===== config.mk =====
export PLATFORM = sky130hd
export DESIGN_NAME = opq_fifo
export DESIGN_NICKNAME = d
export VERILOG_FILES = /design/src/logic/opq_fifo.sv
export SDC_FILE = /design/constraint.sdc
export NUM_CORES = 1
export LEC_CHECK = 0
export BUFFER_PORTS_ARGS = -buffer_cell sky130_fd_sc_hd__buf_2
export CORE_UTILIZATION = 52
export CTS_CLUSTER_DIAMETER = 30
export DETAILED_ROUTE_END_ITERATION = 12
export GPL_ROUTABILITY_DRIVEN = 0
export PLACE_DENSITY = 0.8
export SETUP_SLACK_MARGIN = 0.5
export SLEW_MARGIN = 20
export SYNTH_ARGS = -nofsm -noshare
export SYNTH_HDL_FRONTEND = slang
export SYNTH_SLANG_ARGS = --single-unit

===== constraint.sdc =====
create_clock -name clk_i -period 2.1 [get_ports clk_i]
set_input_delay 0.42 -clock clk_i [delete_from_list [all_inputs] [get_ports clk_i]]
set_output_delay 0.42 -clock clk_i [all_outputs]
set_load 0.01 [all_outputs]

===== src/logic/opq_fifo.sv =====
`timescale 1ns/100ps
`default_nettype none

module opq_fifo #(
  parameter int unsigned WIDTH = 8,
  parameter int unsigned DEPTH = 2
) (
  input  logic             clk_i,
  input  logic             rst_ni,
  input  logic             push_i,
  input  logic [WIDTH-1:0] data_i,
  input  logic             pop_i,
  output logic [WIDTH-1:0] data_o,
  output logic             empty_o,
  output logic             full_o
);

  localparam int unsigned PTR_W = (DEPTH > 1) ? $clog2(DEPTH) : 1;
  localparam int unsigned CNT_W = $clog2(DEPTH + 1);

  // Storage array
  logic [WIDTH-1:0] mem_q [DEPTH];

  logic [PTR_W-1:0] wr_ptr_q;
  logic [PTR_W-1:0] rd_ptr_q;
  logic [CNT_W-1:0] usage_q;
  logic             push_ok;
  logic             pop_ok;

  assign empty_o = (usage_q == '0);
  assign full_o  = (usage_q == CNT_W'(DEPTH));

  // Head is read straight out of the array
  assign data_o = mem_q[rd_ptr_q];

  // Overflow and underflow requests are dropped
  assign push_ok = push_i && !full_o;
  assign pop_ok  = pop_i && !empty_o;

  always_ff @(posedge clk_i) begin
    if (push_ok) begin
      mem_q[wr_ptr_q] <= data_i;
    end
  end

  ////////////////////////////////////////////////////////////////////////////
  // Pointers and usage
  ////////////////////////////////////////////////////////////////////////////

  always_ff @(posedge clk_i or negedge rst_ni) begin
    if (!rst_ni) begin
      wr_ptr_q <= '0;
      rd_ptr_q <= '0;
      usage_q  <= '0;
    end else begin
      // Pointers wrap at DEPTH, which need not be a power of two
      if (push_ok) begin
        wr_ptr_q <= (wr_ptr_q == PTR_W'(DEPTH - 1)) ? '0 : wr_ptr_q + 1'b1;
      end
      if (pop_ok) begin
        rd_ptr_q <= (rd_ptr_q == PTR_W'(DEPTH - 1)) ? '0 : rd_ptr_q + 1'b1;
      end
      // Simultaneous push and pop leaves the usage alone
      if (push_ok && !pop_ok) begin
        usage_q <= usage_q + 1'b1;
      end else if (pop_ok && !push_ok) begin
        usage_q <= usage_q - 1'b1;
      end
    end
  end

endmodule

`default_nettype wire


==> flow_summary.json <==
{
  "grt_overflow": 0,
  "total_leakage_power_nw": 0.469,
  "num_rows": 13,
  "drive_gt1_share_pct": 56.0,
  "rsz0062_at_grt": "true",
  "clock.fmax_mhz": 572,
  "yosys.area.top_type": "edfxtp_1",
  "antenna_found_initial": 0,
  "ant_nets": 0,
  "core_sq_mm": 0.00135,
  "synth_area_sq_um": 774,
  "end_kind": "output pin",
  "port_buffers": 21,
  "fin_skew_ns": 0.00573,
  "path_clk_slew_ns": 0.12,
  "syn_nets": 57,
  "syn_to_final_growth_pct": 38.3,
  "first_global_vias": 464,
  "p_total_mw": 1.56,
  "grt_first_pass_wirelength_um": 2340,
  "num_vias": 463,
  "critical_path_class": "flip-flop to output pin",
  "setup_violations": 0,
  "critPathRequiredTime_ns": 1.68,
  "ys_seq_area_share_pct": 75.0,
  "synthTopCellsByArea": "edfxtp_1 62%, dfrtp_1 13%, mux2_1 10%",
  "wl_per_cell_um": 18.5,
  "crit_path_top_delay_cell": "dfrtp_2",
  "drtPass1Iterations": 4,
  "synth_top_area_share_pct": 62.0,
  "crit_path_frequent_cell": "buf_6",
  "die_area_sq_mm": 0.00165,
  "run_status": "completed",
  "worstPathArrival_ns": 1.33,
  "num_antenna_cells": 0,
  "worstPathCellList": "buf_6 > mux2_4 > buf_6",
  "cts_root_buffer": "clkbuf_4",
  "ios": 22,
  "clockBufferDepth": 2,
  "path_max_fanout": 5,
  "die_y_um": 40.6,
  "remaining_drc_errors": 0,
  "drv_slew": 0,
  "cts_tree": "done",
  "dp_hpwl_um": 892,
  "period_share_pct": 83.2,
  "powerDensity_mw_per_mm2": 1460,
  "final_hold_viol_count": 0,
  "layout_common_cells": "16 x edfxtp_1, 13 x buf_2, 10 x buf_6",
  "cts_buffers": 3,
  "synthCells": 44,
  "ir_drop_mv": 0.855,
  "r2r_slack_ns": 0.59,
  "syn_area_per_cell_sq_um": 17.6,
  "crit_family": "flip-flops",
  "timing.slew.headroom_pct": 75.2,
  "synth-seq-cells": 20,
  "cts_sinks": 20,
  "die_w_um": 40.6,
  "max_cap_violations": 0,
  "finalSetupTns_ns": 0,
  "wl_um": 1660,
  "yosysUniqueCellTypes": 14,
  "worstSkewPairLatency_ns": 0.30,
  "start_util_pct": 57.4,
  "critPathMaxStageDelay_ns": 0.44,
  "final_common_cell": "edfxtp_1",
  "yosys_warnings": 0,
  "viasPerCell": 5.14,
  "drt-initial-drc-count": 10,
  "worst-path-buf-inv": 2,
  "track_usage_pct": 24.6,
  "nets": 89,
  "grt_max_degree": 12,
  "htreeDepth": 1,
  "tightestPinTransition_ns": 0.372,
  "start_kind": "flip-flop",
  "min_period_ns": 1.75,
  "hold_path_class": "input pin to flip-flop"
}
-- cell families after synthesis --
| family | after synthesis | share of synthesized area [%] |
|---|---|---|
| AO/OA/AOI/OAI | 1 | 0.646 |
| AND/OR/NAND/NOR | 6 | 3.88 |
| flip-flops | 20 | 75.0 |
| XOR/XNOR | 5 | 5.66 |
| buffers and inverters | 3 | 1.62 |
| multiplexers | 8 | 11.6 |
| adder cells (fa/ha/maj) | 1 | 1.62 |
-- cell type report --
type                            count  area (sq um)
Inverter                            2          7.51
Sequential cell                    20           583
Timing Repair Buffer               28           218
Tap cell                           15          18.8
Fill cell                          76           279
Clock buffer                        4          36.3
Multi-Input combinational cell     21           208
-- Yosys cell counts (all sizes together) --
cell type	number
and3	1
buf	1
dfrtp	4
edfxtp	16
ha	1
inv	2
mux2	8
nand2	1
nand2b	1
nor2	3
o21ai	1
xnor2	3
xor2	2
-- path summary, 6_finish.rpt --
| check | from | end | cells past startpoint |
|---|---|---|---|
| min | data_i[1] | mem_q[1][1] | 1 |
| max reg2reg | usage_q[0] | usage_q[1] | 7 |
| min reg2reg | wr_ptr_q | wr_ptr_q | 1 |
| max in group asynchronous | rst_ni | usage_q[0] | 2 |
| min in group asynchronous | rst_ni | rd_ptr_q | 2 |
| max | rd_ptr_q | data_o[1] | 3 |
-- power by group --
part           leakage, nW  switching, mW  total [mW]  internal (mW)
Combinational        0.255          0.302       0.708          0.406
Clock               0.0210          0.122       0.228          0.106
Sequential           0.193         0.0642       0.623          0.559
-- per-stage QoR --
step / hold WS (ns) / utilization [%] / instance area, sq um / setup slack (ns) / instances
floorplan: 0.124 / - / 774 / 0.726 / 44
global placement: 0.232 / 66.7 / 901 / 0.630 / 80
detailed placement: 0.232 / 66.7 / 901 / 0.623 / 80
CTS: 0.303 / 77.7 / 1050 / 0.390 / 88
global route: 0.280 / 79.3 / 1070 / 0.314 / 90
finish: 0.298 / 79.3 / 1070 / 0.352 / 90
-- flip-flops by register name, indices dropped and copies added (netlist names) --
register / count
mem_q: 16
rd_ptr_q: 1
wr_ptr_q: 1
usage_q: 2
-- per-layer routing --
metal  global-route usage [%]  share of wire (%)
met2                     40.9                 54
met4                     10.0               0.72
met1                     30.2                 43
met3                     6.67                2.8
met5                        0                  0
-- repair_timing --
action                                 CTS  global route
setup buffers                            3             2
gates resized for setup                 19             2
setup endpoints to repair                8            10
endpoints found under the hold margin    4             0
cloned                                   0             0
hold buffers                             1             0
Note: power is estimated with default switching activity, not from simulation.
