--- config.mk ---
export PLATFORM = sky130hd
export DESIGN_NAME = opq_input_buffer
export DESIGN_NICKNAME = d
export VERILOG_FILES = /design/src/logic/opq_pkg.sv /design/src/logic/opq_input_buffer.sv /design/src/logic/opq_fifo.sv
export VERILOG_INCLUDE_DIRS = /design/src /design/src/logic
export SDC_FILE = /design/constraint.sdc
export NUM_CORES = 1
export LEC_CHECK = 0
export BUFFER_PORTS_ARGS = -buffer_cell sky130_fd_sc_hd__clkbuf_2
export CELL_PAD_IN_SITES_DETAIL_PLACEMENT = 0
export CELL_PAD_IN_SITES_GLOBAL_PLACEMENT = 1
export CORE_ASPECT_RATIO = 1.75
export CORE_UTILIZATION = 44
export CTS_CLUSTER_SIZE = 12
export DETAILED_ROUTE_END_ITERATION = 10
export GPL_TIMING_DRIVEN = 0
export HOLD_SLACK_MARGIN = 0.1
export PLACE_DENSITY_LB_ADDON = 0.05
export SLEW_MARGIN = 10
export SYNTH_ARGS = -nofsm -noshare
export SYNTH_HDL_FRONTEND = slang
export SYNTH_SLANG_ARGS = --single-unit
--- constraint.sdc ---
create_clock -name clk_i -period 4.35 [get_ports clk_i]
set_input_delay 0.2175 -clock clk_i [delete_from_list [all_inputs] [get_ports clk_i]]
set_output_delay 0.2175 -clock clk_i [all_outputs]
set_load 0.05 [all_outputs]
--- src/logic/opq_params.svh ---
`ifndef OPQ_PARAMS_SVH
`define OPQ_PARAMS_SVH

////////////////////////////////////////////////////////////////////////////
// Operand queue sizing
////////////////////////////////////////////////////////////////////////////

// Register-file word width in bits
`define OPQ_DATA_WIDTH 64

// Width of the vector-length field in a command
`define OPQ_VL_WIDTH 16

// Number of commands that can wait in the queue
`define OPQ_CMD_DEPTH 2

// Data FIFO depth, also the number of outstanding credits
`define OPQ_DATA_DEPTH 2

`endif
--- src/logic/opq_pkg.sv ---
`default_nettype none
`include "opq_params.svh"

package opq_pkg;

  // One register-file word and an element count
  typedef logic [`OPQ_DATA_WIDTH-1:0] data_word_t;
  typedef logic [`OPQ_VL_WIDTH-1:0]   vl_t;

  // Byte offset into the current source word
  typedef logic [2:0] byte_sel_t;

  // Source element width
  typedef enum logic [1:0] {EW8, EW16, EW32, EW64} eew_e;

  // Widening mode, factor 2, 4 or 8
  typedef enum logic [2:0] {CONV_NONE, SEXT2, SEXT4, SEXT8, ZEXT2, ZEXT4, ZEXT8} conv_e;

  // Consumer of the operand
  typedef enum logic {FU_ALU, FU_MFPU} target_fu_e;

  // Command from the requester
  typedef struct packed {
    conv_e      conv;
    eew_e       eew;
    vl_t        vl;
    target_fu_e target_fu;
  } opq_cmd_t;

  // log2 of the widening factor, zero for pass-through
  // Combinations whose result would not fit in one word fall back to zero
  function automatic logic [1:0] widen_log(opq_cmd_t cmd);
    logic [1:0] flog;
    case (cmd.conv)
      SEXT2, ZEXT2: flog = 2'd1;
      SEXT4, ZEXT4: flog = 2'd2;
      SEXT8, ZEXT8: flog = 2'd3;
      default:      flog = 2'd0;
    endcase
    if (({1'b0, cmd.eew} + {1'b0, flog}) > 3'd3) begin
      flog = 2'd0;
    end
    return flog;
  endfunction

endpackage

`default_nettype wire

--- src/logic/opq_input_buffer.sv ---
`timescale 1ns/100ps
`default_nettype none
`include "opq_params.svh"

module opq_input_buffer import opq_pkg::*; (
  input  logic       clk_i,
  input  logic       rst_ni,
  input  data_word_t operand_i,
  input  logic       operand_valid_i,
  input  logic       operand_issued_i,
  input  logic       pop_i,
  output logic       ready_o,
  output data_word_t head_o,
  output logic       empty_o
);

  localparam int unsigned CRED_W = $clog2(`OPQ_DATA_DEPTH + 1);

  // Outstanding words, issued or buffered
  logic [CRED_W-1:0] credit_q;
  logic [CRED_W-1:0] credit_d;

  // Word storage
  opq_fifo #(
    .WIDTH (`OPQ_DATA_WIDTH),
    .DEPTH (`OPQ_DATA_DEPTH)
  ) i_data_fifo (
    .clk_i   (clk_i),
    .rst_ni  (rst_ni),
    .push_i  (operand_valid_i),
    .data_i  (operand_i),
    .pop_i   (pop_i),
    .data_o  (head_o),
    .empty_o (empty_o),
    .full_o  ()
  );

  ////////////////////////////////////////////////////////////////////////////
  // Credit counter
  ////////////////////////////////////////////////////////////////////////////

  // A request takes a slot at issue time, so the word always finds room
  always_comb begin
    credit_d = credit_q;
    if (operand_issued_i) begin
      credit_d = credit_d + 1'b1;
    end
    // Slot handed back when the word leaves
    if (pop_i) begin
      credit_d = credit_d - 1'b1;
    end
  end

  // Registered count, so ready follows one cycle after issue or pop
  assign ready_o = (credit_q < CRED_W'(`OPQ_DATA_DEPTH));

  always_ff @(posedge clk_i or negedge rst_ni) begin
    if (!rst_ni) begin
      credit_q <= '0;
    end else begin
      credit_q <= credit_d;
    end
  end

endmodule

`default_nettype wire

--- src/logic/opq_fifo.sv ---
`timescale 1ns/100ps
`default_nettype none

module opq_fifo #(
  parameter int unsigned WIDTH = 8,
  parameter int unsigned DEPTH = 2
) (
  input  logic             clk_i,
  input  logic             rst_ni,
  input  logic             push_i,
  input  logic [WIDTH-1:0] data_i,
  input  logic             pop_i,
  output logic [WIDTH-1:0] data_o,
  output logic             empty_o,
  output logic             full_o
);

  localparam int unsigned PTR_W = (DEPTH > 1) ? $clog2(DEPTH) : 1;
  localparam int unsigned CNT_W = $clog2(DEPTH + 1);

  // Storage array
  logic [WIDTH-1:0] mem_q [DEPTH];

  logic [PTR_W-1:0] wr_ptr_q;
  logic [PTR_W-1:0] rd_ptr_q;
  logic [CNT_W-1:0] usage_q;
  logic             push_ok;
  logic             pop_ok;

  assign empty_o = (usage_q == '0);
  assign full_o  = (usage_q == CNT_W'(DEPTH));

  // Head is read straight out of the array
  assign data_o = mem_q[rd_ptr_q];

  // Overflow and underflow requests are dropped
  assign push_ok = push_i && !full_o;
  assign pop_ok  = pop_i && !empty_o;

  always_ff @(posedge clk_i) begin
    if (push_ok) begin
      mem_q[wr_ptr_q] <= data_i;
    end
  end

  ////////////////////////////////////////////////////////////////////////////
  // Pointers and usage
  ////////////////////////////////////////////////////////////////////////////

  always_ff @(posedge clk_i or negedge rst_ni) begin
    if (!rst_ni) begin
      wr_ptr_q <= '0;
      rd_ptr_q <= '0;
      usage_q  <= '0;
    end else begin
      // Pointers wrap at DEPTH, which need not be a power of two
      if (push_ok) begin
        wr_ptr_q <= (wr_ptr_q == PTR_W'(DEPTH - 1)) ? '0 : wr_ptr_q + 1'b1;
      end
      if (pop_ok) begin
        rd_ptr_q <= (rd_ptr_q == PTR_W'(DEPTH - 1)) ? '0 : rd_ptr_q + 1'b1;
      end
      // Simultaneous push and pop leaves the usage alone
      if (push_ok && !pop_ok) begin
        usage_q <= usage_q + 1'b1;
      end else if (pop_ok && !push_ok) begin
        usage_q <= usage_q - 1'b1;
      end
    end
  end

endmodule

`default_nettype wire

==> results.toml, run 1 <==
[outcome]
outcome = "completed"

[cells_and_area]
nNetsFinal = 520
stdcell_count = 595
ff_latch_area_um2 = 3990
multi_input_area_um2 = 1050
fin_area_um2 = 7300
area_growth_pct = 42.7
n_fill_cell = 822
drive_gt1_frac = 0.514
num_antenna_cells = 0

[worst_setup_path]
cp-end-kind = "primary output"
critPathMaxFanout = 10
crit_arrival_ns = 1.68
start_kind = "flip-flop"
required_ns = 4.13
critical_path_class = "flip-flop to primary output"

[place]
placed_cells = 497
numPortBuffers = 134
place.detailed.hpwl_um = 5950
place.gp.congestion = 0.667
place_area_um2 = 6060
pre_cts_ws_ns = 2.53

[synth]
async_reset_ff_frac = 0.0448
synthDistinctLibCells = 17
ys_warn_count = 0
ys_seq_elements = 134
yosysMostFrequentCell = "edfxtp_1"
seq_area_frac_synth = 0.780
synth_top_cells_by_count = "128 x edfxtp_1, 50 x mux2_4, 9 x mux2_2"
syn_area_um2 = 5120
synthesis.nets = 297
syn_avg_cell_area_um2 = 22.5
synth-edff-count = 128
synth_top_cell_area_share = 0.751
yosysTopAreaCell = "edfxtp_1"
syn_inst = 227
synthFlopType = "edfxtp_1"
synth_area_leaders = "edfxtp_1 75%, mux2_4 15%, dfrtp_1 2.9%"

[die]
core_um2 = 11200
die_y_um = 145
num_rows = 51
start_util = 0.456
dieArea_um2 = 12100
die_x_um = 83.5
pin_count = 135

[sta]
max_freq_mhz = 526
tns_ns = 0
fin_skew_ns = 0.00662
relSlewSlack = 0.524
layout_min_cycle_time_ns = 1.90
slew_violations = 0
holdWs_ns = 0.170
finalHoldViolCount = 0
worstMarginPinSlew_ns = 0.713
period_share = 0.437
rsz0062_at_grt = "false"
setup_ws_ns = 2.45
setup_viol = 0

[power_and_ir_drop]
seqPwrFrac = 0.331
p_sw_frac = 0.390
clockPowerShare = 0.244
p_leak_uw = 0.00298
cellPowerDensity_nw_per_um2 = 766
combPwrFrac = 0.425
ir_worst_vdd_mv = 0.479
intPower_uw = 3410
p_sw_uw = 2180

[clock_tree]
clk_path_buf_depth = 2
cts_hold_buf = 66
numCtsBuffers = 17
cts_root_buf = "clkbuf_16"
cts-resized-gates = 0
path_clk_slew_ns = 0.05
cts_tree = "done"
post_cts_buffers = 0
cts_sinks = 134
htreeDepth = 4
clk_latency_ns = 0.41

[run]
drv_cap = 0

[global_routing]
first_global_vias = 2918
grt_max_degree = 26
grt_overflow_total = 0
antenna_found_initial = 0
grt_usage = 0.159
grt_first_pass_wirelength_um = 14100

[routing]
drc = 0
wl_met1_um = 3430
viasPerCell = 4.70
wl_met3_um = 373
met2WireLength_um = 5090
highest_layer = "met4"
drtIter0Drc = 141
drt_wl_total_um = 9040
first_pass_iters = 4
wl_per_cell_um = 15.2
vias = 2798
ant_nets = 0

[min_path]
hold_class = "input port to flip-flop"
registers in the layout, indices dropped and copies added (netlist names):
signal and cells:
i_data_fifo.mem_q 128, credit_q 2, i_data_fifo.usage_q 2, i_data_fifo.rd_ptr_q 1, i_data_fifo.wr_ptr_q 1
final cells by class:
cell class	instances	share of cell area
inverter	4	0.00206
multi-input combinational	82	0.144
clock inverter	15	0.0211
buffer	7	0.00994
tap	132	0.0226
timing repair buffer	204	0.195
clock buffer	17	0.0582
sequential	134	0.547
critical path, cell delays in order (launching register included):
cell and delay, ns:
dfrtp_1 0.35, buf_6 0.17, buf_6 0.20, mux2_4 0.31
clkbuf_2 0.25
cells by family after synthesis:
family / after synthesis / share of synthesized area
flip-flops: 134 / 0.780
multiplexers: 64 / 0.178
AND/OR/NAND/NOR: 6 / 0.00489
buffers and inverters: 11 / 0.0171
AO/OA/AOI/OAI: 3 / 0.00391
XOR/XNOR: 8 / 0.0137
adder cells (fa/ha/maj): 1 / 0.00244
metrics by stage:
| step | total power (uW) | utilization |
|---|---|---|
| after floorplan | 3750 | - |
| after global placement | 4180 | 0.530 |
| after detailed placement | 4240 | 0.540 |
| after CTS | 5670 | 0.650 |
| after global routing | 5820 | 0.650 |
| final | 5590 | 0.650 |
layout by cell type, fill, tap and decap left out, drive strengths merged:
cell and instances:
edfxtp 128, nand2 1, clkbuf 151, nor2 4, dlygate4sd3 66, dfrtp 6, inv 7, mux2 64
nand2b 1, ha 1, clkinvlp 3, o21ai 2, buf 11, o22ai 1, bufinv 2, xnor2 7
xor2 1, clkinv 7
per-layer routing:
layer | up-vias | track usage
met2 | 89 | 0.293
met1 | 1359 | 0.164
met4 | 0 | 0.0740
met3 | 12 | 0.0510
li1 | 1338 | -
met5 | - | 0
power groups by stage:
stage	clock network [uW]	registers, uW	logic (uW)
2_1_floorplan	0	1880	1860
3_3_place_gp	0	1910	2270
3_5_place_dp	0	1880	2360
4_1_cts	1400	1860	2410
5_1_grt	1450	1880	2490
6_report	1370	1850	2380
worst paths after layout:
check,cells past startpoint,start,endpoint,slack (ns)
max,4,i_data_fifo.rd_ptr_q,head_o[10],2.45
min,3,operand_valid_i,i_data_fifo.wr_ptr_q,0.17
max reg2reg,4,i_data_fifo.usage_q[1],i_data_fifo.mem_q[0][10],2.57
min reg2reg,1,i_data_fifo.wr_ptr_q,i_data_fifo.wr_ptr_q,0.54
max in group asynchronous,2,rst_ni,i_data_fifo.usage_q[0],4.01
min in group asynchronous,2,rst_ni,credit_q[0],0.18
(Power assumes the default switching activity.)
==> run 2: changes to the inputs <==
CORE_UTILIZATION = 40   (was 44)
clock period = 1.67 ns   (was 4.35 ns; I/O delays follow)
==> results.toml, run 2 (synthesis results as in run 1) <==
[die]
die_y_um = 152
num_rows = 54
dieArea_um2 = 13300
core_um2 = 12500
die_x_um = 87.5
start_util = 0.409
pin_count = 135

[worst_setup_path]
rr_worst_depth = 5
cp-end-kind = "primary output"
path_cells = "buf_12 > buf_4 > mux2_2 > buf_8"
crit_arrival_ns = 1.60
critical_path_class = "flip-flop to primary output"
critPathBufInv = 3
critPathMaxFanout = 7
cp.depth = 4
crit_slowest_cell = "dfrtp_1"
cpPeakStageDelay_ns = 0.39
start_kind = "flip-flop"
cp_top_family = "buffers and inverters"
required_ns = 1.59

[sta]
max_freq_mhz = 594
relSlewSlack = 0.804
layout_min_cycle_time_ns = 1.68
rsz0062_at_grt = "true"
setup_ws_ns = -0.0149
period_share = 1.01
setup_viol = 23
fin_skew_ns = 0.00532
slew_violations = 0
finalHoldViolCount = 0
worstMarginPinSlew_ns = 0.293
tns_ns = -0.100

[routing]
first_pass_iters = 4
wl_per_cell_um = 15.2
drc = 0
vias = 2849
drt_wl_total_um = 9720
ant_nets = 0
viasPerCell = 4.45
drtIter0Drc = 110

[cells_and_area]
nNetsFinal = 528
largest_reg_flops = 128
n_fill_cell = 896
reg.largest.list = "i_data_fifo.mem_q: 128 flops, credit_q: 2 flops, i_data_fifo.usage_q: 2 flops"
drive_gt1_frac = 0.529
top_register = "i_data_fifo.mem_q"
final_common_cell = "edfxtp_1"
final_cell_mix = "128 x edfxtp_1, 70 x dlygate4sd3_1, 70 x clkbuf_2"
area_growth_pct = 57.8

[power_and_ir_drop]
cellPowerDensity_nw_per_um2 = 2080
p_leak_uw = 0.00324
ir_worst_vdd_mv = 1.07
finalPower_uw = 16800

[clock_tree]
clk_path_buf_depth = 2
htreeDepth = 4
path_clk_slew_ns = 0.06
cts_sinks = 134
cts_root_buf = "clkbuf_16"
cts_tree = "done"
clk_latency_ns = 0.41
numCtsBuffers = 17

[global_routing]
grt_first_pass_wirelength_um = 14700
first_global_vias = 3140
antenna_found_initial = 0
grt_max_degree = 27
grt_usage = 0.153
grt_overflow_total = 0

[place]
place.detailed.hpwl_um = 6130
numPortBuffers = 134
pre_cts_ws_ns = -0.231
place.gp.congestion = 0.662

[min_path]
whs_path_depth = 2
hold_class = "input port to flip-flop"

[outcome]
violations = "negative setup slack"
outcome = "finished with violations"

[run]
drv_cap = 0
==> run 2: path summary, 6_finish.rpt <==
| check | start | end | slack (ns) |
|---|---|---|---|
| max | i_data_fifo.rd_ptr_q | head_o[32] | -0.01 |
| max reg2reg | i_data_fifo.usage_q[1] | i_data_fifo.mem_q[1][3] | 0.22 |
| min reg2reg | credit_q[1] | credit_q[1] | 0.55 |
| min in group asynchronous | rst_ni | i_data_fifo.usage_q[1] | 0.63 |
| max in group asynchronous | rst_ni | i_data_fifo.usage_q[0] | 0.79 |
| min | operand_i[37] | i_data_fifo.mem_q[0][37] | 0.40 |
==> run 2: stage by stage <==
step           area [um^2]  cells  utilization  hold WS, ns
2_1_floorplan         5140    227            -       -0.212
3_3_place_gp          6020    529        0.482      -0.0779
3_5_place_dp          6100    533        0.488      -0.0747
4_1_cts               7970    639        0.638        0.382
5_1_grt               8080    639        0.646        0.393
6_report              8080    640        0.646        0.402
==> run 2: timing repair <==
item / in CTS / in global routing
setup buffers: 4 / 0
gates resized for setup: 119 / 73
pin swaps: 2 / 0
endpoints found under the hold margin: 138 / 0
setup endpoints to repair: 133 / 64
hold buffers: 70 / 0
==> run 2: power by group <==
part | leakage [uW] | switching (uW) | internal, uW
combinational | 0.00167 | 4400 | 3470
clock | 0.000312 | 1400 | 2670
sequential | 0.00126 | 229 | 4600
==> run 2: final cells by class <==
type	instances	area [um^2]	share of cell area
diodes	1	2.50	0.000310
plain buffers	7	128	0.0158
clock buffers	18	429	0.0531
clock inverters	14	223	0.0276
inverters	4	15.0	0.00186
multi-input cells	82	1070	0.132
flip-flops and latches	134	4000	0.495
well taps	168	210	0.0260
repair buffers	212	2010	0.249
==> run 2: metal layers <==
layer / global-route usage / up-vias / part of all wire
met5: 0 / - / 0
met4: 0.0779 / 0 / 0.017
met3: 0.0450 / 11 / 0.049
met2: 0.278 / 88 / 0.57
met1: 0.156 / 1396 / 0.37
li1: - / 1354 / -
