### config.mk
export PLATFORM = sky130hd
export DESIGN_NAME = opq_issue_ctrl
export DESIGN_NICKNAME = d
export VERILOG_FILES = /design/src/logic/opq_pkg.sv /design/src/logic/opq_issue_ctrl.sv
export VERILOG_INCLUDE_DIRS = /design/src /design/src/logic
export SDC_FILE = /design/constraint.sdc
export NUM_CORES = 1
export LEC_CHECK = 0
export CORE_UTILIZATION = 60
export CTS_CLUSTER_SIZE = 30
export DETAILED_ROUTE_END_ITERATION = 8
export DONT_BUFFER_PORTS = 1
export PLACE_DENSITY = 0.84
export SLEW_MARGIN = 20
export SYNTH_ARGS = -nofsm -noshare
export SYNTH_HDL_FRONTEND = slang
export SYNTH_SLANG_ARGS = --single-unit
### constraint.sdc
create_clock -name clk_i -period 7.54 [get_ports clk_i]
set_input_delay 0.754 -clock clk_i [delete_from_list [all_inputs] [get_ports clk_i]]
set_output_delay 0.754 -clock clk_i [all_outputs]
set_load 0.05 [all_outputs]
### src/logic/opq_params.svh
`ifndef OPQ_PARAMS_SVH
`define OPQ_PARAMS_SVH

////////////////////////////////////////////////////////////////////////////
// Operand queue sizing
////////////////////////////////////////////////////////////////////////////

// Register-file word width in bits
`define OPQ_DATA_WIDTH 64

// Width of the vector-length field in a command
`define OPQ_VL_WIDTH 16

// Number of commands that can wait in the queue
`define OPQ_CMD_DEPTH 2

// Data FIFO depth, also the number of outstanding credits
`define OPQ_DATA_DEPTH 2

`endif
### src/logic/opq_pkg.sv
`default_nettype none
`include "opq_params.svh"

package opq_pkg;

  // One register-file word and an element count
  typedef logic [`OPQ_DATA_WIDTH-1:0] data_word_t;
  typedef logic [`OPQ_VL_WIDTH-1:0]   vl_t;

  // Byte offset into the current source word
  typedef logic [2:0] byte_sel_t;

  // Source element width
  typedef enum logic [1:0] {EW8, EW16, EW32, EW64} eew_e;

  // Widening mode, factor 2, 4 or 8
  typedef enum logic [2:0] {CONV_NONE, SEXT2, SEXT4, SEXT8, ZEXT2, ZEXT4, ZEXT8} conv_e;

  // Consumer of the operand
  typedef enum logic {FU_ALU, FU_MFPU} target_fu_e;

  // Command from the requester
  typedef struct packed {
    conv_e      conv;
    eew_e       eew;
    vl_t        vl;
    target_fu_e target_fu;
  } opq_cmd_t;

  // log2 of the widening factor, zero for pass-through
  // Combinations whose result would not fit in one word fall back to zero
  function automatic logic [1:0] widen_log(opq_cmd_t cmd);
    logic [1:0] flog;
    case (cmd.conv)
      SEXT2, ZEXT2: flog = 2'd1;
      SEXT4, ZEXT4: flog = 2'd2;
      SEXT8, ZEXT8: flog = 2'd3;
      default:      flog = 2'd0;
    endcase
    if (({1'b0, cmd.eew} + {1'b0, flog}) > 3'd3) begin
      flog = 2'd0;
    end
    return flog;
  endfunction

endpackage

`default_nettype wire

### src/logic/opq_issue_ctrl.sv
`timescale 1ns/100ps
`default_nettype none

module opq_issue_ctrl import opq_pkg::*; (
  input  logic      clk_i,
  input  logic      rst_ni,
  input  opq_cmd_t  cmd_i,
  input  logic      cmd_empty_i,
  input  logic      data_empty_i,
  input  logic      operand_ready_i,
  output logic      valid_o,
  output byte_sel_t sel_o,
  output logic      data_pop_o,
  output logic      cmd_pop_o
);

  logic [1:0] wlog;
  // log2 of the elements carried per beat
  logic [1:0] elem_shift;
  logic       xfer;

  // Elements already sent for the current command
  vl_t        cnt_q;
  vl_t        cnt_d;
  // Byte position in the head word
  byte_sel_t  sel_q;
  byte_sel_t  sel_d;

  assign wlog = widen_log(cmd_i);

  // A word never leaves without its command
  assign valid_o = !cmd_empty_i && !data_empty_i;
  assign xfer    = valid_o && operand_ready_i;
  assign sel_o   = sel_q;

  // 64/E elements per word, divided by the factor
  assign elem_shift = 2'd3 - cmd_i.eew - wlog;

  ////////////////////////////////////////////////////////////////////////////
  // Beat accounting
  ////////////////////////////////////////////////////////////////////////////

  always_comb begin
    cnt_d      = cnt_q;
    sel_d      = sel_q;
    data_pop_o = 1'b0;
    cmd_pop_o  = 1'b0;

    // Nothing moves under back-pressure
    if (xfer) begin
      cnt_d = cnt_q + (vl_t'(1) << elem_shift);
      // Advance by 8/F bytes
      // Pass-through adds 8 and so stays at zero
      sel_d = sel_q + byte_sel_t'(4'd8 >> wlog);

      // Word used up once the select wraps
      data_pop_o = (sel_d == '0);

      // Last beat, possibly partial
      if (cnt_d >= cmd_i.vl) begin
        data_pop_o = 1'b1;
        cmd_pop_o  = 1'b1;
        cnt_d      = '0;
        sel_d      = '0;
      end
    end
  end

  always_ff @(posedge clk_i or negedge rst_ni) begin
    if (!rst_ni) begin
      cnt_q <= '0;
      sel_q <= '0;
    end else begin
      cnt_q <= cnt_d;
      sel_q <= sel_d;
    end
  end

endmodule

`default_nettype wire

==> results by group, run 1 <==
Status
  • Status: finished with violations
  • Failing checks: design-rule violations

Timing
  • Final period demand of the worst path: 6.31 ns
  • Final Slew Violations: 0
  • Measured slew at the worst slew-check pin: 1.02 ns
  • Peak Freq: 159 MHz
  • Worst slew margin relative to its limit: 0.316
  • Final setup viols: 0
  • Setup TNS after final layout: 0 ns
  • Setup repair after global routing missed its margin: no
  • Worst path setup slack after routing: 1.23 ns
  • Clock skew after layout: 0.00194 ns
  • Number of hold violations in the final report: 0
  • Fin crit share: 0.836

Pwr
  • Leak: 0.000890 uW
  • Worst vdd ir: 0.175 mV
  • Pwr per Cell Area: 217 mW/mm^2

Global route
  • Global-route wire length before repair: 6210 um
  • Maximum number of pins on one net before global-route repair: 20
  • Vias in the first global route: 1422
  • Antenna violations before repair: 0
  • Overall track demand over capacity in global routing: 0.235
  • Residual overflow from global routing: 0

Flow run
  • Maximum capacitance violations: 0

Die
  • Full die area: 0.00337 sq mm
  • Horizontal die dimension: 58.0 um
  • Die height: 58.0 um
  • Effective utilization at floorplan: 0.655
  • I/O pins: 33
  • Cell row count: 19
  • Core area: 0.00288 sq mm

Routing
  • First-iteration detailed-routing DRC count: 70
  • Number of detailed-route iterations in the first pass: 6
  • Detailed-route DRC error count: 2
  • WL per Instance: 13.8 um
  • Via count: 1501
  • Avg Vias per Cell: 5.84
  • Number of nets with antenna violations after detailed routing: 0
  • Sum of routed wire length over all layers: 3560 um

Clock network
  • Post-CTS setup-driven buffer insertion count: 0
  • Clock H-tree levels: 1
  • Cell chosen for the clock root: sky130_fd_sc_hd__clkbuf_4
  • Maximum buffer depth of the clock tree: 2
  • Clock transition at the registers of the reported paths: 0.11 ns
  • Post-cts hold buffer count: 0
  • Insertion delay of the later-clocked pin in the worst-skew pair: 0.29 ns
  • Gates resized, CTS repair: 0
  • TritonCTS Sinks: 19
  • CTS tree: built
  • Number of buffers added by the clock tree synthesis step: 3

Synth
  • Mapped Nets: 268
  • Seq/Total Area, Yosys: 0.252
  • Gate Count Post-Synth: 216
  • Post-synth EDFFs: 0
  • Area share of the leading cell type in the synthesized netlist: 0.252
  • Post-synth cell types: 46
  • Fraction of registers with async set or reset after synthesis: 1.00
  • #FFs+latches synth: 19
  • Cell area after technology mapping: 0.00188 sq mm
  • Count of synthesis-stage warnings from yosys: 0
  • Mean Syn Cell Area: 8.72 sq um
  • Top FF cell, synth: sky130_fd_sc_hd__dfrtp_1
  • Cell taking the most area after synthesis: sky130_fd_sc_hd__dfrtp_1
  • Cell types with the largest area share after synthesis: sky130_fd_sc_hd__dfrtp_1 25%, sky130_fd_sc_hd__ha_1 15%, sky130_fd_sc_hd__xnor2_1 7.0%, sky130_fd_sc_hd__xor2_1 5.6%, sky130_fd_sc_hd__inv_1 4.4%

Worst hold path
  • Worst hold path class: primary input to asynchronous set/reset pin

Setup path
  • Worst R2R Path Depth: 13
  • Largest stage delay, worst path: 0.51 ns
  • Critical Path AT: 5.55 ns
  • Critical path endpoint category: output pin
  • Number of stages on the worst setup path: 22
  • Top cell family by delay on the critical path: compound AO/OA/AOI/OAI gates
  • CP Buf/Inv Count: 0
  • Cell Chain, Critical Path: nand2_1 -> or2_2 -> nand2_1 -> ha_1 -> a211oi_1 -> ha_1 -> xnor2_1 -> xnor2_1 -> and2_1 -> ha_1 -> fa_1 -> a211oi_1 -> nor2_4 -> nand2_1 -> nor2_1 -> xor2_1 -> ha_1 -> a21oi_1 -> nand2_1 -> a211oi_1 -> a21oi_1 -> o31a_1
  • Kind of critical path: primary input to output pin
  • Crit path max-delay cell type: sky130_fd_sc_hd__o31a_1
  • Required time of the critical path: 6.79 ns
  • Critical path launch point type: primary input
  • Worst-path fanout max: 7

Finish
  • Number of antenna cells inserted: 0
  • Post-synthesis to final-layout area growth: 2.66%
  • Area occupied by multi-input gates: 0.00129 sq mm
  • Proportion of layout cells with a drive suffix above 1: 0.0884
  • Final layout net count: 268
  • Storage cell area: 475 sq um
  • Number of fillers in the final layout: 254

Placement
  • Routability congestion estimate from global placement: 0.842
  • Number of input and output port buffers inserted: 0
  • Detailed placement HPWL: 2810 um
  • Placement Setup Slack: 1.24 ns
[cells in the mapped netlist (2+ instances only)]
cell	count
sky130_fd_sc_hd__inv_1	22
sky130_fd_sc_hd__a32o_1	6
sky130_fd_sc_hd__xnor2_1	15
sky130_fd_sc_hd__a211oi_1	5
sky130_fd_sc_hd__buf_2	2
sky130_fd_sc_hd__xor2_1	12
sky130_fd_sc_hd__a21o_1	2
sky130_fd_sc_hd__a21oi_2	2
sky130_fd_sc_hd__fa_1	2
sky130_fd_sc_hd__nand4_1	5
sky130_fd_sc_hd__nand2_1	18
sky130_fd_sc_hd__ha_1	23
sky130_fd_sc_hd__a21oi_1	10
sky130_fd_sc_hd__and2_1	3
sky130_fd_sc_hd__o21ai_0	6
sky130_fd_sc_hd__nor2_1	11
sky130_fd_sc_hd__nor3_1	10
sky130_fd_sc_hd__nand3_1	15
sky130_fd_sc_hd__o211ai_2	2
sky130_fd_sc_hd__dfrtp_1	19
[placed cells by master, fill, tap and decap left out, drive strengths merged, types with 2 or more instances in the layout]
cell type / instances
xor2: 12
o21ai: 7
ha: 23
fa: 2
a32o: 6
nor2: 12
nor3: 11
a21oi: 12
a21o: 2
nand3: 16
inv: 22
and2: 3
nand2: 18
o211ai: 2
clkbuf: 3
xnor2: 15
a211oi: 6
or3: 2
nand4: 5
dfrtp: 19
[stage by stage]
step	hold WS, ns	util	std cells	cell area, sq um	total power [uW]
floorplan	0.456	-	216	1880	334
global placement	0.459	0.663	253	1910	364
detailed placement	0.459	0.663	253	1910	372
CTS	0.133	0.672	257	1930	424
global route	0.113	0.672	257	1930	463
finish	0.143	0.672	257	1930	421
[cell type report]
class	instances	share of cell area
clock inverter	1	0.00259
timing repair buffer	1	0.00388
inverter	22	0.0427
sequential	19	0.246
multi-input combinational	169	0.666
tap	42	0.0272
clock buffer	3	0.0116
[cells by family after synthesis]
group,after synthesis,share of synthesized area
AOI/OAI and AO/OA,44,0.179
xor gates and xnor gates,27,0.125
adders and majority gates,25,0.174
buffers and inverters,28,0.0637
DFF,19,0.252
and+or+nand+nor,73,0.205
[state kept, by name, indices dropped and copies added, names as in the netlist]
name   cells
cnt_q     16
sel_o      3
[power breakdown]
| part | total (uW) | internal (uW) | leakage, uW | switching (uW) |
|---|---|---|---|---|
| Combinational | 198 | 87.0 | 0.000620 | 112 |
| Clock | 50.9 | 19.7 | 0.0000177 | 31.3 |
| Sequential | 171 | 124 | 0.000253 | 47.2 |
[metal layers]
layer / part of all wire / GRT usage
met1: 0.51 / 0.349
met2: 0.45 / 0.369
met3: 0.042 / 0.0313
met4: 0.0059 / 0.0442
met5: 0 / 0
[final timing paths]
path / startpoint / end / slack, ns
min in group clk_i: cnt_q[3] / cnt_q[3] / 0.50
hold / removal: rst_ni / sel_o[2] / 0.14
hold reg to reg: cnt_q[3] / cnt_q[3] / 0.50
max in group asynchronous: rst_ni / cnt_q[14] / 7.33
setup / recovery: cmd_i[21] / data_pop_o / 1.23
setup reg to reg: cnt_q[0] / cnt_q[11] / 3.74
Note: power is estimated with default switching activity, not from simulation.
==> run 2: changes to the inputs <==
--- a/config.mk
+++ b/config.mk
@@ -6,7 +6,8 @@
 export SDC_FILE = /design/constraint.sdc
 export NUM_CORES = 1
 export LEC_CHECK = 0
-export CORE_UTILIZATION = 60
+export ABC_AREA = 1
+export CORE_UTILIZATION = 58
 export CTS_CLUSTER_SIZE = 30
 export DETAILED_ROUTE_END_ITERATION = 8
 export DONT_BUFFER_PORTS = 1
==> constraint.sdc (replaced) <==
create_clock -name clk_i -period 5.1 [get_ports clk_i]
set_input_delay 0.51 -clock clk_i [delete_from_list [all_inputs] [get_ports clk_i]]
set_output_delay 0.51 -clock clk_i [all_outputs]
set_load 0.05 [all_outputs]
==> run 2 against run 1 <==
Non-clock buffer count increased by 10. Critical path type unchanged. Clock skew grew 0.0030 ns. Clock-buffer cell count rose by 1. Final cell count rose by 47%. Global-route usage rose by 2.2 points. Clock power grew 120%. Setup slack got worse by 0.95 ns. The run now ends clean. Hold slack improved by 0.39 ns. Total power increased by 150%. Sequential power grew 93%. Critical endpoint unchanged. Combinational power rose to 3.1 times the previous value.
==> results by group, run 2 <==
Status
  • Status: completed

Placement
  • Number of placed instances, taps included: 372 (+47%)
  • Number of input and output port buffers inserted: 0 (unchanged)
  • Placement Setup Slack: 0.0498 ns (-1.19 ns)
  • Post-Place Cell Area: 0.00224 sq mm (+17%)
  • Routability congestion estimate from global placement: 0.900 (+6.8%)
  • Detailed placement HPWL: 3590 um (+28%)

Setup path
  • Most prevalent standard cell on the critical path: sky130_fd_sc_hd__ha_1
  • Worst reg2reg path endpoint: cnt_q[2]
  • Top cell family by delay on the critical path: simple AND/OR/NAND/NOR gates
  • Critical path endpoint category: output pin
  • Reg-to-reg setup timing slack: 2.07 ns (-1.67 ns)
  • Startpoint of the worst-slack reg-to-reg timing path: cnt_q[0]
  • Largest stage delay, worst path: 0.30 ns (-0.21 ns)
  • Critical path launch point type: primary input
  • CP Buf/Inv Count: 3 (+3)
  • Required time of the critical path: 4.59 ns (-2.20 ns)
  • Worst-path fanout max: 5 (-2)
  • Kind of critical path: primary input to output pin
  • Critical Path AT: 4.30 ns (-1.25 ns)
  • Crit path max-delay cell type: sky130_fd_sc_hd__ha_1
  • Worst R2R Path Depth: 18 (+5)

Pwr
  • Pwr per Cell Area: 441 mW/mm^2 (+100%)
  • Power consumption: 1050 uW (+150%)
  • Net Switching: 539 uW (+180%)
  • Worst vdd ir: 0.337 mV (+93%)
  • Sw Share: 0.514 (+0.0622)
  • Share of power burned in the clock network: 0.107 (-0.014)
  • Leak: 0.00134 uW (+50%)
  • Logic pwr share: 0.579 (+0.107)
  • Flop pwr share: 0.314 (-0.093)
  • Internal power contribution: 510 uW (+120%)

Timing
  • Final setup viols: 0 (unchanged)
  • Measured slew at the worst slew-check pin: 1.01 ns (-0.00877 ns)
  • Fin crit share: 0.944
  • Peak Freq: 208 MHz
  • Setup TNS after final layout: 0 ns (unchanged)
  • Number of hold violations in the final report: 0 (unchanged)
  • Worst slew margin relative to its limit: 0.321 (+0.00419)
  • Clock skew after layout: 0.00495 ns (+0.00301 ns)
  • Worst path setup slack after routing: 0.287 ns (-0.947 ns)
  • Final period demand of the worst path: 4.81 ns
  • Final Slew Violations: 0 (unchanged)

Clock network
  • CTS tree: built
  • TritonCTS Sinks: 19 (unchanged)
  • Cell chosen for the clock root: sky130_fd_sc_hd__clkbuf_8
  • Maximum buffer depth of the clock tree: 2 (unchanged)
  • Number of buffers added by the clock tree synthesis step: 3 (unchanged)
  • Insertion delay of the later-clocked pin in the worst-skew pair: 0.27 ns (-0.02 ns)
  • Clock transition at the registers of the reported paths: 0.07 ns (-0.04 ns)
  • Clock H-tree levels: 1 (unchanged)

Synth
  • Mean Syn Cell Area: 6.63 sq um (-24%)
  • Cell taking the most area after synthesis: sky130_fd_sc_hd__dfrtp_1
  • Top FF cell, synth: sky130_fd_sc_hd__dfrtp_1
  • Cell area after technology mapping: 0.00214 sq mm (+14%)
  • Area share of the leading cell type in the synthesized netlist: 0.222 (-0.0304)
  • #FFs+latches synth: 19 (unchanged)
  • Cell types with the largest area share after synthesis: sky130_fd_sc_hd__dfrtp_1 22%, sky130_fd_sc_hd__nand2_1 17%, sky130_fd_sc_hd__ha_1 13%, sky130_fd_sc_hd__inv_1 9.5%, sky130_fd_sc_hd__nand3_1 6.8%
  • Seq/Total Area, Yosys: 0.222 (-0.0304)
  • Commonest cells post-synth: 98 x sky130_fd_sc_hd__nand2_1, 54 x sky130_fd_sc_hd__inv_1, 29 x sky130_fd_sc_hd__nand3_1
  • Mapped Nets: 375 (+40%)
  • Cell with the most instances after synthesis: sky130_fd_sc_hd__nand2_1
  • Post-synth cell types: 37 (-20%)
  • Post-synth EDFFs: 0 (unchanged)
  • Fraction of registers with async set or reset after synthesis: 1.00 (unchanged)
  • Gate Count Post-Synth: 323 (+50%)
  • Count of synthesis-stage warnings from yosys: 0 (unchanged)

Finish
  • Final layout net count: 386 (+44%)
  • Final cell count without fillers: 379 (+47%)
  • Post-route design area: 0.00238 sq mm (+23%)
  • Max FFs per register: 16 (unchanged)
  • Post-synthesis to final-layout area growth: 11.0%
  • Proportion of layout cells with a drive suffix above 1: 0.168 (+0.0798)
  • Number of fillers in the final layout: 273 (+7.5%)
  • Leading cell type in the layout, fill and taps excluded: sky130_fd_sc_hd__nand2_1
  • Register containing the most flip-flops in the final layout: cnt_q
  • Number of antenna cells inserted: 0 (unchanged)
  • Most used cells in the layout excluding fill and tap cells: 95 x sky130_fd_sc_hd__nand2_1, 53 x sky130_fd_sc_hd__inv_1, 28 x sky130_fd_sc_hd__nand3_1

Routing
  • Sum of routed wire length over all layers: 4670 um (+31%)
  • Detailed-route DRC error count: 0 (-2)
  • First-iteration detailed-routing DRC count: 102 (+46%)
  • Number of detailed-route iterations in the first pass: 4 (-2)
  • Avg Vias per Cell: 5.45 (-6.8%)
  • Number of nets with antenna violations after detailed routing: 0 (unchanged)
  • WL per Instance: 12.3 um (-11%)
  • Via count: 2064 (+38%)

Worst hold path
  • Min-delay src: cnt_q[0]
  • Terminating pin of the worst hold path: cnt_q[0]
  • Worst hold stages: 2
  • Worst hold path class: register to register

Die
  • Effective utilization at floorplan: 0.622 (-0.0327)
  • Cell row count: 21 (+2)
  • Horizontal die dimension: 62.8 um (+8.1%)
  • Die height: 62.8 um (+8.1%)
  • Core area: 0.00344 sq mm (+20%)
  • Full die area: 0.00394 sq mm (+17%)
  • I/O pins: 33 (unchanged)

Global route
  • Antenna violations before repair: 0 (unchanged)
  • Residual overflow from global routing: 0 (unchanged)
  • Vias in the first global route: 1922 (+35%)
  • Global-route wire length before repair: 7910 um (+27%)
  • Maximum number of pins on one net before global-route repair: 37 (+85%)
  • Overall track demand over capacity in global routing: 0.256 (+0.0215)

Flow run
  • Maximum capacitance violations: 0 (unchanged)
==> run 2: cells by family (layout without fill, tap and decap cells) <==
group	Yosys count	after routing	synth area share
adder cells (fa/ha/maj)	25	25	0.153
multiplexers	1	1	0.00467
buffers and inverters	64	74	0.125
XOR/XNOR	6	6	0.0280
flip-flops	19	19	0.222
AND/OR/NAND/NOR	175	175	0.379
AO/OA/AOI/OAI	33	33	0.0882
==> run 2: per-layer routing <==
metal,track usage,up-vias,part of all wire
met3,0.0328,9,0.048
met5,0,-,0
met4,0.110,0,0.025
met1,0.310,950,0.43
li1,-,1040,-
met2,0.452,65,0.49
==> run 2: stage by stage <==
| stage | utilization | hold WS [ns] |
|---|---|---|
| after floorplan | - | 0.214 |
| after global placement | 0.650 | 0.215 |
| after detailed placement | 0.650 | 0.215 |
| after CTS | 0.666 | 0.504 |
| after global routing | 0.691 | 0.577 |
| final | 0.691 | 0.529 |
==> run 2: timing repair <==
| item | CTS | global route |
|---|---|---|
| endpoints found under the hold margin | 19 | 0 |
| endpoints found under the setup margin | 0 | 2 |
| buffers inserted | 0 | 2 |
| resized for setup | 0 | 15 |
| hold buffers | 1 | 0 |
==> run 2: power by group through the flow <==
stage / Sequential [uW] / Clock [uW] / Combinational [uW]
floorplan: 308 / 0 / 449
global placement: 321 / 0 / 535
detailed placement: 326 / 0 / 562
CTS: 323 / 113 / 570
global route: 343 / 119 / 692
finish: 330 / 113 / 607
==> run 2: worst register-to-register path, stage by stage, from the launching register on <==
cell	delay, ns
sky130_fd_sc_hd__dfrtp_1	0.39
sky130_fd_sc_hd__ha_1	0.23
sky130_fd_sc_hd__fa_2	0.36
sky130_fd_sc_hd__buf_4	0.15
sky130_fd_sc_hd__nand2_1	0.08
sky130_fd_sc_hd__nand2_1	0.09
sky130_fd_sc_hd__nand2_1	0.07
sky130_fd_sc_hd__nand2_1	0.04
sky130_fd_sc_hd__nand2_1	0.09
sky130_fd_sc_hd__inv_1	0.05
sky130_fd_sc_hd__ha_1	0.28
sky130_fd_sc_hd__nand2_2	0.09
sky130_fd_sc_hd__o21bai_1	0.11
sky130_fd_sc_hd__nand2_1	0.08
sky130_fd_sc_hd__a21oi_2	0.14
sky130_fd_sc_hd__nand3_2	0.12
sky130_fd_sc_hd__buf_4	0.15
sky130_fd_sc_hd__buf_4	0.19
sky130_fd_sc_hd__a21oi_1	0.22
==> run 2: layout make-up <==
| type | instances | area (sq um) | share of cell area |
|---|---|---|---|
| Multi-Input combinational cell | 240 | 1470 | 0.618 |
| Clock buffer | 4 | 45.0 | 0.0189 |
| Inverter | 59 | 221 | 0.0931 |
| Timing Repair Buffer | 11 | 110 | 0.0463 |
| Tap cell | 46 | 57.6 | 0.0242 |
| Sequential cell | 19 | 475 | 0.200 |
==> run 2: how the worst max path moves through the flow <==
stage                         start          to  slack, ns  cells past startpoint
final                     cmd_i[21]  data_pop_o       0.29                     27
after global routing      cmd_i[21]  data_pop_o     -0.006                     28
after CTS                 cmd_i[21]  data_pop_o       0.05                     26
after detailed placement  cmd_i[21]  data_pop_o       0.05                     26
after global placement    cmd_i[21]  data_pop_o       0.15                     26
after floorplan           cmd_i[21]  data_pop_o       0.36                     25
==> run 3: changes to the inputs <==
--- a/config.mk
+++ b/config.mk
@@ -7,11 +7,12 @@
 export NUM_CORES = 1
 export LEC_CHECK = 0
 export ABC_AREA = 1
-export CORE_UTILIZATION = 58
+export CORE_UTILIZATION = 60
+export CTS_BUF_LIST = sky130_fd_sc_hd__clkbuf_2
 export CTS_CLUSTER_SIZE = 30
 export DETAILED_ROUTE_END_ITERATION = 8
 export DONT_BUFFER_PORTS = 1
-export PLACE_DENSITY = 0.84
+export PLACE_DENSITY = 0.87
 export SLEW_MARGIN = 20
 export SYNTH_ARGS = -nofsm -noshare
 export SYNTH_HDL_FRONTEND = slang
==> run 3 against run 2 <==
Final cell count grew 0.26%. Global-route usage is 0.72 points higher. Setup slack improved by 0.025 ns. Via count is 0.24% higher. First-iteration DRC count is 12% lower. Hold slack got worse by 0.057 ns. Sequential power hardly changed. Fmax increased by 0.53%. Register-to-register slack better by 0.12 ns. Routed wire length increased by 5.4%. Combinational power grew 3%.
==> results by group, run 3 (synthesis results as in run 2) <==
Flow run
  • Maximum capacitance violations: 0 (unchanged)

Setup path
  • Required time of the critical path: 4.59 ns (about the same)
  • Critical Path AT: 4.28 ns (-0.02 ns)
  • Largest stage delay, worst path: 0.35 ns (+0.05 ns)
  • Critical path endpoint category: output pin
  • Critical path launch point type: primary input
  • Most prevalent standard cell on the critical path: sky130_fd_sc_hd__nand2_1
  • Worst-path fanout max: 3 (-2)
  • Crit path max-delay cell type: sky130_fd_sc_hd__fa_2
  • Kind of critical path: primary input to output pin

Routing
  • Number of nets with antenna violations after detailed routing: 0 (unchanged)
  • Detailed-route DRC error count: 0 (unchanged)
  • Sum of routed wire length over all layers: 4930 um (+5.4%)
  • WL per Instance: 13.0 um (+5.1%)
  • Number of detailed-route iterations in the first pass: 4 (unchanged)
  • Avg Vias per Cell: 5.44 (about the same)
  • Via count: 2069 (+0.24%)
  • First-iteration detailed-routing DRC count: 90 (-12%)

Finish
  • Storage cell area: 475 sq um (unchanged)
  • Most used cells in the layout excluding fill and tap cells: 94 x sky130_fd_sc_hd__nand2_1, 52 x sky130_fd_sc_hd__inv_1, 26 x sky130_fd_sc_hd__nand3_1
  • Proportion of layout cells with a drive suffix above 1: 0.186 (+0.0175)
  • Number of antenna cells inserted: 0 (unchanged)
  • Area occupied by multi-input gates: 0.00149 sq mm (+1.7%)
  • Leading cell type in the layout, fill and taps excluded: sky130_fd_sc_hd__nand2_1
  • Max FFs per register: 16 (unchanged)
  • Final layout net count: 387 (+0.26%)
  • Post-synthesis to final-layout area growth: 11.4%
  • Register containing the most flip-flops in the final layout: cnt_q
  • Number of fillers in the final layout: 267 (-2.2%)

Placement
  • Routability congestion estimate from global placement: 0.883 (-1.9%)
  • Number of input and output port buffers inserted: 0 (unchanged)
  • Placement Setup Slack: 0.0607 ns (+0.0109 ns)
  • Detailed placement HPWL: 3580 um (-0.30%)

Global route
  • Vias in the first global route: 1829 (-4.8%)
  • Global-route wire length before repair: 7380 um (-6.7%)
  • Antenna violations before repair: 0 (unchanged)
  • Overall track demand over capacity in global routing: 0.264 (+0.00715)
  • Residual overflow from global routing: 0 (unchanged)
  • Maximum number of pins on one net before global-route repair: 37 (unchanged)

Timing
  • Final Slew Violations: 0 (unchanged)
  • Worst slew margin relative to its limit: 0.315 (-0.00585)
  • Fin crit share: 0.939 (-0.00498)
  • Setup TNS after final layout: 0 ns (unchanged)
  • Measured slew at the worst slew-check pin: 1.02 ns (+0.00872 ns)
  • Final period demand of the worst path: 4.79 ns (-0.0254 ns)
  • Worst path setup slack after routing: 0.313 ns (+0.0254 ns)
  • Clock skew after layout: 0.0161 ns (+0.0112 ns)
  • Peak Freq: 209 MHz (+0.53%)
  • Final setup viols: 0 (unchanged)
  • Final-layout worst hold slack: 0.471 ns (-0.0575 ns)
  • Number of hold violations in the final report: 0 (unchanged)

Die
  • Full die area: 0.00381 sq mm (-3.2%)
  • I/O pins: 33 (unchanged)
  • Die height: 61.8 um (-1.6%)
  • Cell row count: 21 (unchanged)
  • Core area: 0.00339 sq mm (-1.5%)
  • Horizontal die dimension: 61.8 um (-1.6%)
  • Effective utilization at floorplan: 0.632 (+0.00965)

Pwr
  • Power consumption: 1030 uW (-1.8%)
  • Leak: 0.00134 uW (about the same)
  • Worst vdd ir: 0.305 mV (-9.7%)
  • Pwr per Cell Area: 432 mW/mm^2 (-2.1%)

Clock network
  • Insertion delay of the later-clocked pin in the worst-skew pair: 0.36 ns (+0.09 ns)
  • Clock transition at the registers of the reported paths: 0.22 ns (+0.15 ns)
  • Clock H-tree levels: 1 (unchanged)
  • Cell chosen for the clock root: sky130_fd_sc_hd__clkbuf_2
  • Number of buffers added by the clock tree synthesis step: 3 (unchanged)
  • CTS tree: built
  • TritonCTS Sinks: 19 (unchanged)
  • Maximum buffer depth of the clock tree: 2 (unchanged)

Status
  • Status: completed

Worst hold path
  • Worst hold path class: primary input to register
-- run 3: metrics by stage --
step           instances  area [sq um]   util
2_1_floorplan        323          2140      -
3_3_place_gp         372          2240  0.660
3_5_place_dp         372          2240  0.660
4_1_cts              377          2270  0.669
5_1_grt              380          2390  0.704
6_report             380          2390  0.704
-- run 3: report_power, final --
group          total (uW)  switching (uW)  internal [uW]
sequential            330             122            209
clock                76.6            55.9           20.7
combinational         623             370            253
-- run 3: worst paths after layout --
path	start	endpoint	slack, ns	cells past startpoint
worst min register to register	cnt_q[0]	cnt_q[0]	0.53	2
worst min-delay path	cmd_i[20]	sel_o[2]	0.47	4
worst max register to register	cnt_q[0]	cnt_q[15]	2.19	16
min in group asynchronous	rst_ni	cnt_q[1]	0.70	1
worst max-delay path	cmd_i[21]	data_pop_o	0.31	28
max in group asynchronous	rst_ni	cnt_q[11]	3.82	1
-- run 3: critical path: cells and delay by family --
family	cells	cell delay [ns]
buffers and inverters	4	0.42
xor gates and xnor gates	2	0.36
adders and majority gates	5	1.27
AOI/OAI and AO/OA	3	0.34
and+or+nand+nor	14	1.35
-- run 3: timing repair --
| item | CTS | global route |
|---|---|---|
| hold buffers | 1 | 0 |
| setup endpoints to repair | 0 | 2 |
| gates resized for setup | 0 | 22 |
| hold endpoints to repair | 19 | 0 |
| buffers inserted | 0 | 3 |
-- run 3: routing by layer --
layer  global-route usage  share of wire  vias up  wire length (um)
li1                     -              -     1040                 -
met1                0.327           0.43      936              2100
met5                    0              0        -                 0
met3               0.0290          0.049       14               240
met2                0.467           0.50       79              2470
met4                0.108          0.024        0               117
-- run 3: layout make-up --
| cell class | count | share of cell area |
|---|---|---|
| inverter | 59 | 0.0928 |
| timing repair buffer | 12 | 0.0493 |
| multi-input combinational | 240 | 0.626 |
| clock buffer | 4 | 0.00839 |
| sequential | 19 | 0.199 |
| tap | 46 | 0.0241 |
